### config.mk
export PLATFORM = sky130hd
export DESIGN_NAME = link_top
export DESIGN_NICKNAME = d
export VERILOG_FILES = /design/src/design/link_pkg.sv /design/src/design/event_counter.sv /design/src/design/frame_decoder.sv /design/src/design/link_regs.sv /design/src/design/link_top.sv /design/src/design/tag_converter.sv
export SDC_FILE = /design/constraint.sdc
export NUM_CORES = 2
export LEC_CHECK = 0
export BUFFER_PORTS_ARGS = -buffer_cell sky130_fd_sc_hd__buf_2
export CELL_PAD_IN_SITES_DETAIL_PLACEMENT = 0
export CELL_PAD_IN_SITES_GLOBAL_PLACEMENT = 1
export CORE_UTILIZATION = 45
export CTS_CLUSTER_DIAMETER = 80
export DETAILED_ROUTE_END_ITERATION = 16
export PLACE_DENSITY_LB_ADDON = 0.1
export SYNTH_ARGS = -nofsm -noshare
export SYNTH_HDL_FRONTEND = slang
export SYNTH_SLANG_ARGS = --single-unit
export TNS_END_PERCENT = 20
### constraint.sdc
create_clock -name sys_clk -period 12.4 [get_ports sys_clk]
set_clock_uncertainty 0.2 [all_clocks]
set_input_delay 2.48 -clock sys_clk [delete_from_list [all_inputs] [get_ports sys_clk]]
set_output_delay 2.48 -clock sys_clk [all_outputs]
set_load 0.005 [all_outputs]
### src/design/link_pkg.sv
// Link package holding the receive path constants, APB register map and shared types
package link_pkg;

   // Beat geometry, four tag words per 128-bit beat
   localparam int NUM_LANES  = 4;
   localparam int LANE_WIDTH = 32;
   localparam int BEAT_WIDTH = NUM_LANES * LANE_WIDTH;

   // Tag word layout
   localparam int SUBTICK_WIDTH = 26;
   localparam int CHANNEL_WIDTH = 5;
   localparam int RISING_BIT    = SUBTICK_WIDTH;

   // Timestamp units per raw tick
   localparam int TICK_SCALE = 3;

   // Counter bank sizing
   localparam int NUM_COUNT_CHANNELS = 8;
   localparam int COUNT_IDX_WIDTH    = $clog2(NUM_COUNT_CHANNELS);
   // Enough bits to count every lane of one beat on a single channel
   localparam int HIT_WIDTH          = $clog2(NUM_LANES + 1);

   // Plain vector types
   typedef logic [LANE_WIDTH-1:0]    tag_word_t;
   typedef logic [CHANNEL_WIDTH-1:0] channel_t;
   typedef logic [SUBTICK_WIDTH-1:0] subtick_t;
   typedef logic [31:0]              wrap_t;
   typedef logic [63:0]              tagtime_t;
   typedef logic [NUM_LANES-1:0]     lane_keep_t;
   typedef logic [31:0]              count_t;
   typedef logic [7:0]               apb_addr_t;
   typedef logic [31:0]              apb_data_t;

   // Expected lane 0 of a header beat
   localparam tag_word_t FRAME_MAGIC = 32'h5449_4D45;
   localparam apb_data_t LINK_ID     = 32'h7A61_0001;

   // Register byte offsets
   localparam apb_addr_t REG_ID             = 8'h00;
   localparam apb_addr_t REG_CTRL           = 8'h04;
   localparam apb_addr_t REG_FRAMES_OK      = 8'h08;
   localparam apb_addr_t REG_FRAMES_DROPPED = 8'h0C;
   localparam apb_addr_t REG_TIME_LO        = 8'h10;
   localparam apb_addr_t REG_TIME_HI        = 8'h14;
   localparam apb_addr_t REG_COUNT_BASE     = 8'h20;

   // CTRL bits
   localparam int CTRL_ENABLE_BIT = 0;
   localparam int CTRL_CLEAR_BIT  = 1;

   // Stream beats
   typedef struct packed {
      logic [BEAT_WIDTH-1:0] data;
      lane_keep_t            keep;
      logic                  last;
   } link_beat_t;

   typedef struct packed {
      wrap_t                 wrap;
      logic [BEAT_WIDTH-1:0] data;
      lane_keep_t            keep;
   } tag_beat_t;

   typedef struct packed {
      tagtime_t [NUM_LANES-1:0] tagtime;
      channel_t [NUM_LANES-1:0] channel;
      logic [NUM_LANES-1:0]     rising;
      lane_keep_t               keep;
   } time_beat_t;

   typedef count_t [NUM_COUNT_CHANNELS-1:0] count_array_t;

   // APB request and response
   typedef struct packed {
      logic      psel;
      logic      penable;
      logic      pwrite;
      apb_addr_t paddr;
      apb_data_t pwdata;
   } apb_req_t;

   typedef struct packed {
      apb_data_t prdata;
      logic      pready;
      logic      pslverr;
   } apb_rsp_t;

   typedef struct packed {
      count_t frames_ok;
      count_t frames_dropped;
   } frame_stats_t;

   typedef enum logic [1:0] {
      HEADER,
      TAGS,
      DISCARD
   } decode_state_t;

endpackage

### src/design/event_counter.sv
// Event counter that counts rising edges per channel and keeps the latest timestamp
`timescale 1ns/1ns

module event_counter (
   input  logic                   sys_clk,
   input  logic                   sys_clk_rst,
   input  logic                   clear_i,
   // Timestamped lanes, always accepted
   input  link_pkg::time_beat_t   s_beat_i,
   input  logic                   s_valid_i,
   output link_pkg::count_array_t counts_o,
   output link_pkg::tagtime_t     last_time_o
);
   import link_pkg::*;

   // Rising edges of this beat per channel
   logic [NUM_COUNT_CHANNELS-1:0][HIT_WIDTH-1:0] lane_hits;
   lane_keep_t                                   lane_rise;
   logic                                         newest_valid;
   tagtime_t                                     newest_time;

   // Kept lanes that carry a rising edge
   assign lane_rise = s_beat_i.keep & s_beat_i.rising;

   // Sum hits per channel
   // Channels at or above NUM_COUNT_CHANNELS match no entry and are ignored
   always_comb begin
      lane_hits = '0;
      for (int ch = 0; ch < NUM_COUNT_CHANNELS; ch++) begin
         for (int lane = 0; lane < NUM_LANES; lane++) begin
            if (lane_rise[lane] && s_beat_i.channel[lane] == channel_t'(ch)) begin
               lane_hits[ch] = lane_hits[ch] + 1'b1;
            end
         end
      end
   end

   // Highest kept lane wins, any channel and either edge
   always_comb begin
      newest_valid = 1'b0;
      newest_time  = '0;
      for (int lane = 0; lane < NUM_LANES; lane++) begin
         if (s_beat_i.keep[lane]) begin
            newest_valid = 1'b1;
            newest_time  = s_beat_i.tagtime[lane];
         end
      end
   end

   // Counter bank
   always_ff @(posedge sys_clk) begin
      if (sys_clk_rst) begin
         counts_o <= '0;
      end else if (clear_i) begin
         counts_o <= '0;
      end else if (s_valid_i) begin
         // Counters wrap at 32 bits
         for (int ch = 0; ch < NUM_COUNT_CHANNELS; ch++) begin
            counts_o[ch] <= counts_o[ch] + count_t'(lane_hits[ch]);
         end
      end
   end

   // Latest timestamp
   always_ff @(posedge sys_clk) begin
      if (sys_clk_rst) begin
         last_time_o <= '0;
      end else if (clear_i) begin
         last_time_o <= '0;
      end else if (s_valid_i && newest_valid) begin
         // A beat with no kept lane leaves the old value
         last_time_o <= newest_time;
      end
   end

endmodule

### src/design/frame_decoder.sv
// Frame decoder that checks headers, drops bad frames and stamps tag beats with the wrap count
`timescale 1ns/1ns

module frame_decoder (
   input  logic                   sys_clk,
   input  logic                   sys_clk_rst,
   input  logic                   enable_i,
   input  logic                   clear_i,
   // Raw link stream
   input  link_pkg::link_beat_t   s_beat_i,
   input  logic                   s_valid_i,
   output logic                   s_ready_o,
   // Tag beats to the converter
   output link_pkg::tag_beat_t    m_beat_o,
   output logic                   m_valid_o,
   input  logic                   m_ready_i,
   output link_pkg::frame_stats_t stats_o
);
   import link_pkg::*;

   decode_state_t state;
   wrap_t         wrap_q;
   logic          accept;
   logic          magic_ok;
   tag_word_t     hdr_magic;
   wrap_t         hdr_wrap;

   // Stall while disabled or while the output register is blocked
   assign s_ready_o = enable_i & (~m_valid_o | m_ready_i);
   assign accept    = s_valid_i & s_ready_o;

   // Header fields, lane 0 carries the magic and lane 1 the wrap count
   assign hdr_magic = s_beat_i.data[0 +: LANE_WIDTH];
   assign hdr_wrap  = s_beat_i.data[LANE_WIDTH +: LANE_WIDTH];
   assign magic_ok  = (hdr_magic == FRAME_MAGIC);

   // Frame state and statistics
   always_ff @(posedge sys_clk) begin
      if (sys_clk_rst) begin
         state   <= HEADER;
         stats_o <= '0;
      end else begin
         if (accept) begin
            case (state)
               HEADER: begin
                  // A one-beat frame has a header only and stays here
                  if (magic_ok) begin
                     stats_o.frames_ok <= stats_o.frames_ok + 1'b1;
                     if (!s_beat_i.last) begin
                        state <= TAGS;
                     end
                  end else begin
                     stats_o.frames_dropped <= stats_o.frames_dropped + 1'b1;
                     if (!s_beat_i.last) begin
                        state <= DISCARD;
                     end
                  end
               end
               TAGS, DISCARD: begin
                  if (s_beat_i.last) begin
                     state <= HEADER;
                  end
               end
               default: state <= HEADER;
            endcase
         end
         // Clear beats a same-cycle increment
         if (clear_i) begin
            stats_o <= '0;
         end
      end
   end

   // Wrap count of the current good frame
   always_ff @(posedge sys_clk) begin
      if (accept && state == HEADER && magic_ok) begin
         wrap_q <= hdr_wrap;
      end
   end

   // Output valid, set only by tag beats of a good frame
   always_ff @(posedge sys_clk) begin
      if (sys_clk_rst) begin
         m_valid_o <= 1'b0;
      end else begin
         if (m_ready_i) begin
            m_valid_o <= 1'b0;
         end
         if (accept && state == TAGS) begin
            m_valid_o <= 1'b1;
         end
      end
   end

   // Output payload
   always_ff @(posedge sys_clk) begin
      if (accept && state == TAGS) begin
         m_beat_o.wrap <= wrap_q;
         m_beat_o.data <= s_beat_i.data;
         m_beat_o.keep <= s_beat_i.keep;
      end
   end

endmodule

### src/design/link_regs.sv
// APB register block with the enable and clear controls and status readback
`timescale 1ns/1ns

module link_regs (
   input  logic                   sys_clk,
   input  logic                   sys_clk_rst,
   input  link_pkg::apb_req_t     apb_req_i,
   output link_pkg::apb_rsp_t     apb_rsp_o,
   output logic                   enable_o,
   output logic                   clear_o,
   input  link_pkg::frame_stats_t stats_i,
   input  link_pkg::count_array_t counts_i,
   input  link_pkg::tagtime_t     last_time_i
);
   import link_pkg::*;

   logic                       access;
   logic                       write_ctrl;
   logic                       count_hit;
   apb_addr_t                  count_offs;
   logic [COUNT_IDX_WIDTH-1:0] count_idx;
   apb_data_t                  rdata;
   logic                       hit;

   // Access phase of an APB transfer
   assign access     = apb_req_i.psel & apb_req_i.penable;
   assign write_ctrl = access & apb_req_i.pwrite & (apb_req_i.paddr == REG_CTRL);

   // Counter window starts at REG_COUNT_BASE, one word per channel
   assign count_offs = apb_req_i.paddr - REG_COUNT_BASE;
   assign count_hit  = (apb_req_i.paddr >= REG_COUNT_BASE) &&
                       (count_offs < apb_addr_t'(4 * NUM_COUNT_CHANNELS)) &&
                       (apb_req_i.paddr[1:0] == 2'b00);
   assign count_idx  = count_offs[2 +: COUNT_IDX_WIDTH];

   // CTRL register
   // Writes land on the access-phase edge
   always_ff @(posedge sys_clk) begin
      if (sys_clk_rst) begin
         enable_o <= 1'b0;
         clear_o  <= 1'b0;
      end else begin
         // Clear is a self-ending pulse, high for one cycle per write
         clear_o <= write_ctrl & apb_req_i.pwdata[CTRL_CLEAR_BIT];
         if (write_ctrl) begin
            enable_o <= apb_req_i.pwdata[CTRL_ENABLE_BIT];
         end
      end
   end

   // Readback multiplexer
   always_comb begin
      rdata = '0;
      hit   = 1'b1;
      case (apb_req_i.paddr)
         REG_ID:             rdata = LINK_ID;
         REG_CTRL:           rdata = apb_data_t'(enable_o);
         REG_FRAMES_OK:      rdata = stats_i.frames_ok;
         REG_FRAMES_DROPPED: rdata = stats_i.frames_dropped;
         REG_TIME_LO:        rdata = last_time_i[31:0];
         REG_TIME_HI:        rdata = last_time_i[63:32];
         default: begin
            if (count_hit) begin
               rdata = counts_i[count_idx];
            end else begin
               // Offset outside the map
               hit = 1'b0;
            end
         end
      endcase
   end

   // No wait states, error only on unmapped offsets
   always_comb begin
      apb_rsp_o.prdata  = rdata;
      apb_rsp_o.pready  = 1'b1;
      apb_rsp_o.pslverr = access & ~hit;
   end

endmodule

### src/design/link_top.sv
// Link receive top level joining register block, frame decoder, tag converter and counter
`timescale 1ns/1ns

module link_top (
   input  logic               sys_clk,
   input  logic               sys_clk_rst,
   // Incoming link stream
   input  link_pkg::link_beat_t s_beat_i,
   input  logic               s_valid_i,
   output logic               s_ready_o,
   // Register access
   input  link_pkg::apb_req_t apb_req_i,
   output link_pkg::apb_rsp_t apb_rsp_o
);
   import link_pkg::*;

   // Control from the register block
   logic         enable;
   logic         clear;

   // Status back to the register block
   frame_stats_t stats;
   count_array_t counts;
   tagtime_t     last_time;

   // Decoder to converter
   tag_beat_t    dec_beat;
   logic         dec_valid;
   logic         dec_ready;

   // Converter to counter
   time_beat_t   time_beat;
   logic         time_valid;

   link_regs link_regs_inst (
      .sys_clk     (sys_clk),
      .sys_clk_rst (sys_clk_rst),
      .apb_req_i   (apb_req_i),
      .apb_rsp_o   (apb_rsp_o),
      .enable_o    (enable),
      .clear_o     (clear),
      .stats_i     (stats),
      .counts_i    (counts),
      .last_time_i (last_time)
   );

   frame_decoder frame_decoder_inst (
      .sys_clk     (sys_clk),
      .sys_clk_rst (sys_clk_rst),
      .enable_i    (enable),
      .clear_i     (clear),
      .s_beat_i    (s_beat_i),
      .s_valid_i   (s_valid_i),
      .s_ready_o   (s_ready_o),
      .m_beat_o    (dec_beat),
      .m_valid_o   (dec_valid),
      .m_ready_i   (dec_ready),
      .stats_o     (stats)
   );

   // Counter never stalls, so the converter output is always taken
   tag_converter tag_converter_inst (
      .sys_clk     (sys_clk),
      .sys_clk_rst (sys_clk_rst),
      .s_beat_i    (dec_beat),
      .s_valid_i   (dec_valid),
      .s_ready_o   (dec_ready),
      .m_beat_o    (time_beat),
      .m_valid_o   (time_valid),
      .m_ready_i   (1'b1)
   );

   event_counter event_counter_inst (
      .sys_clk     (sys_clk),
      .sys_clk_rst (sys_clk_rst),
      .clear_i     (clear),
      .s_beat_i    (time_beat),
      .s_valid_i   (time_valid),
      .counts_o    (counts),
      .last_time_o (last_time)
   );

endmodule

### src/design/tag_converter.sv
// Tag converter that turns tag words and the wrap count into scaled 64-bit timestamps
`timescale 1ns/1ns

module tag_converter (
   input  logic                 sys_clk,
   input  logic                 sys_clk_rst,
   // Tag beats from the decoder
   input  link_pkg::tag_beat_t  s_beat_i,
   input  logic                 s_valid_i,
   output logic                 s_ready_o,
   // Timestamped lanes to the counter
   output link_pkg::time_beat_t m_beat_o,
   output logic                 m_valid_o,
   input  logic                 m_ready_i
);
   import link_pkg::*;

   time_beat_t next_beat;
   logic       accept;

   assign s_ready_o = ~m_valid_o | m_ready_i;
   assign accept    = s_valid_i & s_ready_o;

   // Per-lane split and timestamp
   always_comb begin
      tag_word_t word;
      subtick_t  subtick;
      tagtime_t  ticks;
      next_beat      = '0;
      next_beat.keep = s_beat_i.keep;
      for (int lane = 0; lane < NUM_LANES; lane++) begin
         word    = s_beat_i.data[lane*LANE_WIDTH +: LANE_WIDTH];
         subtick = word[SUBTICK_WIDTH-1:0];
         // Wrap count sits above the subtick field, so concatenation is the shift and add
         ticks   = tagtime_t'({s_beat_i.wrap, subtick});
         next_beat.channel[lane] = word[LANE_WIDTH-1 -: CHANNEL_WIDTH];
         next_beat.rising[lane]  = word[RISING_BIT];
         next_beat.tagtime[lane] = ticks * tagtime_t'(TICK_SCALE);
      end
   end

   // Output valid
   always_ff @(posedge sys_clk) begin
      if (sys_clk_rst) begin
         m_valid_o <= 1'b0;
      end else if (s_ready_o) begin
         m_valid_o <= s_valid_i;
      end
   end

   // Output payload, keep travels with the timestamps
   always_ff @(posedge sys_clk) begin
      if (accept) begin
         m_beat_o <= next_beat;
      end
   end

endmodule

# ---- Word level (Yosys, flattened, before mapping)
# Index checks and enable logic that the tools add are counted.
dict set report op_classes {
  add_sub_neg 35
  mul 4
  n_div 0
  order_cmp 3
  n_eq_ne 38
  shifts 0
  mux 52
  bitwise_logic 9
  reduce_logical 51
}
# op count
set op_table {}
lappend op_table {{$add A32 B3 Y32} 8}
lappend op_table {{$mul A58 B2 Y60 const B} 4}
lappend op_table {{$mux W60} 4}
lappend op_table {{$pmux W32 S6} 1}
lappend op_table {{$bmux W32 S3} 1}
lappend op_table {{$eq A5 B3 Y1 const B} 16}
lappend op_table {{$mux W3} 24}
lappend op_table {{$add A32 B1 Y32 const B} 2}
lappend op_table {{$mux W32} 2}
lappend op_table {{$add A3 B1 Y3 const B} 16}
lappend op_table {{$eq A5 B2 Y1 const B} 8}
lappend op_table {{$logic_and A1 B1 Y1} 38}
lappend op_table {{$eq A32 B31 Y1 const B} 1}
lappend op_table {{$eq A5 B1 Y1 const B} 4}
lappend op_table {{$logic_not A5 Y1} 4}
lappend op_table {{$add A1 B1 Y2 const B} 8}
lappend op_table {{$eq A8 B4 Y1 const B} 2}
lappend op_table {{$eq A8 B5 Y1 const B} 2}
lappend op_table {{$mux W1} 15}
lappend op_table {{$reduce_and A3 Y1} 3}
lappend op_table {{$eq A8 B3 Y1 const B} 1}
lappend op_table {{$ge A8 B6 Y1 const B} 1}
lappend op_table {{$logic_not A8 Y1} 1}
lappend op_table {{$lt A8 B6 Y1 const B} 1}
lappend op_table {{other kinds (13)} 25}
dict set report word_totals {
  register_bits 854
  latchBits 0
  ramBits 0
  mem_bits_ro 0
  out_inout_bits 35
  elab_cells 222
  mem_count 0
}

# ---- Longest topological paths before layout
dict set report depth {
  word_depth 10
  ltp_mapped 23
  mapped_depth_nobuf 22
}

# ---- Cells and area by module
# A second synthesis with hierarchy kept.
dict set report unflattened {
  cells_unflattened 4814
  hier_area_um2 47738.3
}
# module n_inst cells_each area_per_inst_um2 seq_area_each_um2
set by_module_without_submodules {}
lappend by_module_without_submodules {tag_converter 1 1723 17863.4 8067.7}
lappend by_module_without_submodules {event_counter 1 2086 17098.9 6406.1}
lappend by_module_without_submodules {frame_decoder 1 613 9461.6 7226.9}
lappend by_module_without_submodules {link_regs 1 391 3310.7 40.0}
lappend by_module_without_submodules {link_top 1 1 3.8 0.0}

# ---- Least setup slack after synthesis
# No wires, ideal clock.
dict set report synth_path {
  path_type {in2reg}
  startpoint {input port s_valid_i}
  endpoint {register frame_decoder_inst.m_beat_o[0] (netlist bit) (enable)}
  setup_time_ns 0.545
  t_arrival_ns 6.298
  t_required_ns 11.655
  setup_slack_ns 5.357
  stages 1
  path_cell_list {and3_1}
}
dict set report synth_via {
  elab_chain_len 2
}
# element line
set synth_rtl {}
lappend synth_rtl {{from (decl)} link_top.sv:9} ;# input logic s_valid_i,
lappend synth_rtl {{$and A1 B1 Y1} frame_decoder.sv:30} ;# assign accept = s_valid_i & s_ready_o;
lappend synth_rtl {{$logic_and A1 B1 Y1} frame_decoder.sv:97} ;# if (accept && state == TAGS) begin
lappend synth_rtl {{to (decl)} frame_decoder.sv:14} ;# output link_pkg::tag_beat_t m_beat_o,
# Every way passes these cells.
# A chain may end at the register's enable or synchronous reset.

==> results.json <==
{
  "yosysWarningCount": 0,
  "fp.coreArea_um2": 100000,
  "design.die.area_um2": 103000,
  "fp.dieH_um": 321,
  "die-width_um": 321,
  "synthArstFlopShare": 0,
  "timing_worst_setup_path_type": "in2out",
  "grt_setup_unrepaired": "false",
  "cts_max_level": 3,
  "synth_largest_type_area_fraction": 0.305,
  "clock_insertion_delay_worst_skew_ns": 0.67,
  "wl_per_cell_um": 20.3,
  "numClockSinks": 850,
  "tritoncts.num_buffers": 95,
  "start_util": 0.456,
  "crit_arrival_ns": 5.31,
  "area_delta_synth_final_pct": 11.7,
  "lkg_pwr_nw": 18.6,
  "hold_ws_ns": 0.213,
  "number_of_antenna_violations_at_the_first_check_in_global_routing": 3,
  "endpoint_kind": "primary output",
  "dp.final_hpwl_um": 92700,
  "clk_tree_root_cell": "sky130_fd_sc_hd__clkbuf_16",
  "hold_path_depth": 0,
  "drt_iter0_markers": 2297,
  "clkTransAtPathRegs_ns": 0.06,
  "finalWorstPathRequiredPeriod_ns": 7.99,
  "synth_fp_nets": 4965,
  "start_kind": "input port",
  "num_rows": 116,
  "yosysSeqAreaShare": 0.473,
  "timing.critical_path.slowest_stage_cell": "sky130_fd_sc_hd__a222oi_1",
  "synthFlopType": "sky130_fd_sc_hd__edfxtp_1",
  "max_clock_freq_mhz": 125,
  "first_pass_detailed_route_iteration_total": 9,
  "buffer_ports.inserted": 182,
  "synth_top_area_cell": "sky130_fd_sc_hd__edfxtp_1",
  "tritoncts": "yes",
  "boundaryPins": 214,
  "clock_tree.buffer_depth": 3,
  "worst_slew_pin_slew_ns": 1.23,
  "route.detailed.vias_per_inst": 5.56,
  "grtUsageTotal": 0.239,
  "power_density_nw_per_um2": 117,
  "fill_cells": 9317,
  "post_cts_resize_count": 0,
  "status": "complete, no violations",
  "reg2reg_from": "tag_converter_inst.m_beat_o[2]",
  "hold-path-endpoint": "frame_decoder_inst.m_beat_o[155]",
  "routed-via-count": 34014,
  "mappedNetlistArea_um2": 45800,
  "synth_enable_flop_cells": 464,
  "cp.required_ns": 9.72,
  "synth_top_cells_by_area": "sky130_fd_sc_hd__edfxtp_1 30%, sky130_fd_sc_hd__dfxtp_1 17%, sky130_fd_sc_hd__ha_1 5.4%, sky130_fd_sc_hd__nor2_1 4.8%, sky130_fd_sc_hd__xor2_1 4.5%",
  "crit-reg2reg-capture": "event_counter_inst.counts_o[127]",
  "holdBufCountCts": 0,
  "post_synth_num_cell_types": 98,
  "timing.hold.worst.class": "reg2reg",
  "rr_worst_depth": 17,
  "synthesis.area_per_instance_um2": 10.0,
  "synth.ff_latch_count": 850,
  "post-synth-top-count-cell": "sky130_fd_sc_hd__nor2_1",
  "post-cts-setup-buffers": 0,
  "postLayoutCoreUtil": 0.509,
  "grt_pass1_wl_um": 191000,
  "worst-path-max-fanout": 29,
  "irDropWorstVdd_v": 0.000123,
  "first_global_vias": 32236,
  "nets_final": 5070,
  "timing.critical_path.cells": "buf_6 -> buf_4 -> nor2_1 -> and3_1 -> a222oi_1 -> o21ai_0 -> buf_2",
  "slew-limit-headroom": 0.181,
  "antenna_violating_nets_post_route": 0,
  "layout-drive-gt1-share": 0.107,
  "final_hold_viol_count": 0,
  "post_route_worst_setup_slack_ns": 4.41,
  "finalSetupTns_ns": 0,
  "period_share": 0.645,
  "commonest_cells_in_the_synthesized_netlist": "587 x sky130_fd_sc_hd__nor2_1, 464 x sky130_fd_sc_hd__edfxtp_1, 386 x sky130_fd_sc_hd__dfxtp_1",
  "pre_cts_slack_ns": 4.48,
  "hold_path.startpoint": "frame_decoder_inst.wrap_q[23]",
  "gp_congestion": 0.910,
  "final_setup_violations": 0,
  "final-max-slew-violation-count": 0,
  "totalWireLength_um": 124000,
  "syn_inst": 4577,
  "drc_errors": 0,
  "critical-path-max-stage-delay_ns": 0.68,
  "r2r_setup_slack_ns": 6.65,
  "leftover_overflow_at_the_end_of_global_routing": 0,
  "timing.max_cap.violations": 0,
  "grt_max_degree": 225
}
[stage by stage]
step | std cells | total power [mW] | instance area [µm²]
6_report | 6119 | 5.97 | 51100
5_1_grt | 6117 | 6.14 | 51100
4_1_cts | 6117 | 6.04 | 51100
3_5_place_dp | 5942 | 3.10 | 47800
3_3_place_gp | 5942 | 3.10 | 47800
2_1_floorplan | 4577 | 3.06 | 45800
[cell families (layout without fill, tap and decap cells)]
kind of cell	count (synthesis)	in the layout	share of synthesized area
compound gates	1029	1029	0.140
fa+ha+maj	209	209	0.0591
buf+inv	344	527	0.0291
other cells	1	3	0.0000820
flops	850	850	0.473
simple gates	1526	1526	0.157
xor+xnor	454	454	0.0869
mux	164	164	0.0543
[placed cells by master, fill, tap and decap left out, types with 12 or more instances in the layout]
cell type / n
sky130_fd_sc_hd__a211oi_1: 27
sky130_fd_sc_hd__edfxtp_1: 464
sky130_fd_sc_hd__clkbuf_1: 17
sky130_fd_sc_hd__clkbuf_16: 99
sky130_fd_sc_hd__a21boi_0: 12
sky130_fd_sc_hd__nor4_1: 17
sky130_fd_sc_hd__a31oi_1: 18
sky130_fd_sc_hd__buf_2: 180
sky130_fd_sc_hd__and2_1: 20
sky130_fd_sc_hd__clkinv_2: 12
sky130_fd_sc_hd__ha_1: 197
sky130_fd_sc_hd__and3_1: 68
sky130_fd_sc_hd__a22oi_1: 64
sky130_fd_sc_hd__nand2_1: 352
sky130_fd_sc_hd__a21oi_1: 326
sky130_fd_sc_hd__a222oi_1: 21
sky130_fd_sc_hd__fa_1: 12
sky130_fd_sc_hd__clkbuf_8: 12
sky130_fd_sc_hd__o21bai_1: 22
sky130_fd_sc_hd__buf_4: 28
sky130_fd_sc_hd__nand2b_1: 17
sky130_fd_sc_hd__a21o_1: 86
sky130_fd_sc_hd__nor3_1: 61
sky130_fd_sc_hd__mux2i_1: 66
sky130_fd_sc_hd__inv_1: 141
sky130_fd_sc_hd__nand4_1: 71
sky130_fd_sc_hd__and4_1: 20
sky130_fd_sc_hd__nor2_1: 586
sky130_fd_sc_hd__mux4_2: 64
sky130_fd_sc_hd__xnor2_1: 220
sky130_fd_sc_hd__dfxtp_1: 385
sky130_fd_sc_hd__o21ai_0: 254
sky130_fd_sc_hd__nand3_1: 135
sky130_fd_sc_hd__o21a_1: 29
sky130_fd_sc_hd__or3_1: 73
sky130_fd_sc_hd__mux2_2: 33
sky130_fd_sc_hd__nor2b_1: 37
sky130_fd_sc_hd__o211ai_1: 75
sky130_fd_sc_hd__xor2_1: 234
[registers in the layout, indices dropped and copies added, names as in the netlist]
name,cells
link_regs_inst.enable_o,1
tag_converter_inst.m_valid_o,1
frame_decoder_inst.m_valid_o,1
tag_converter_inst.m_beat_o,268
link_regs_inst.clear_o,1
frame_decoder_inst.stats_o,64
frame_decoder_inst.wrap_q,32
event_counter_inst.last_time_o,60
frame_decoder_inst.m_beat_o,164
frame_decoder_inst.state,2
event_counter_inst.counts_o,256
[routing by layer]
| metal | up-vias | wire length [µm] | GRT usage |
|---|---|---|---|
| met4 | 0 | 3890 | 0.0733 |
| met2 | 660 | 60200 | 0.412 |
| met1 | 16364 | 55600 | 0.313 |
| met3 | 169 | 4670 | 0.0284 |
| met5 | - | 0 | 0 |
| li1 | 16821 | - | - |
[worst max-delay path, delay by kind of cell]
family | cells | cell delay (ns)
compound gates | 2 | 1.04
buf+inv | 3 | 1.00
simple gates | 2 | 0.73
[area by class of cell]
| cell class | instances | area, µm² | area share |
|---|---|---|---|
| inverter | 142 | 533 | 0.0104 |
| multi-input combinational | 3383 | 22800 | 0.446 |
| tap | 1357 | 1700 | 0.0332 |
| sequential | 850 | 21700 | 0.424 |
| antenna | 2 | 5.00 | 0.0000980 |
| clock buffer | 129 | 2710 | 0.0531 |
| clock inverter | 46 | 536 | 0.0105 |
| timing repair buffer | 210 | 1140 | 0.0224 |
[worst max-delay path by stage]
stage / cells after the start / startpoint / to
final: 7 / apb_req_i[34] / apb_rsp_o[5]
after detailed placement: 7 / apb_req_i[34] / apb_rsp_o[3]
after global placement: 7 / apb_req_i[34] / apb_rsp_o[12]
after CTS: 7 / apb_req_i[34] / apb_rsp_o[3]
after floorplan: 1 / s_valid_i / frame_decoder_inst.m_beat_o[0]
after global routing: 7 / apb_req_i[34] / apb_rsp_o[3]
[power by group]
group | switching, mW | total [mW] | internal, mW
Combinational | 0.0551 | 0.0880 | 0.0328
Sequential | 0.00000375 | 2.95 | 2.95
Clock | 1.17 | 2.93 | 1.76
Power figures use the tool's default switching activity.
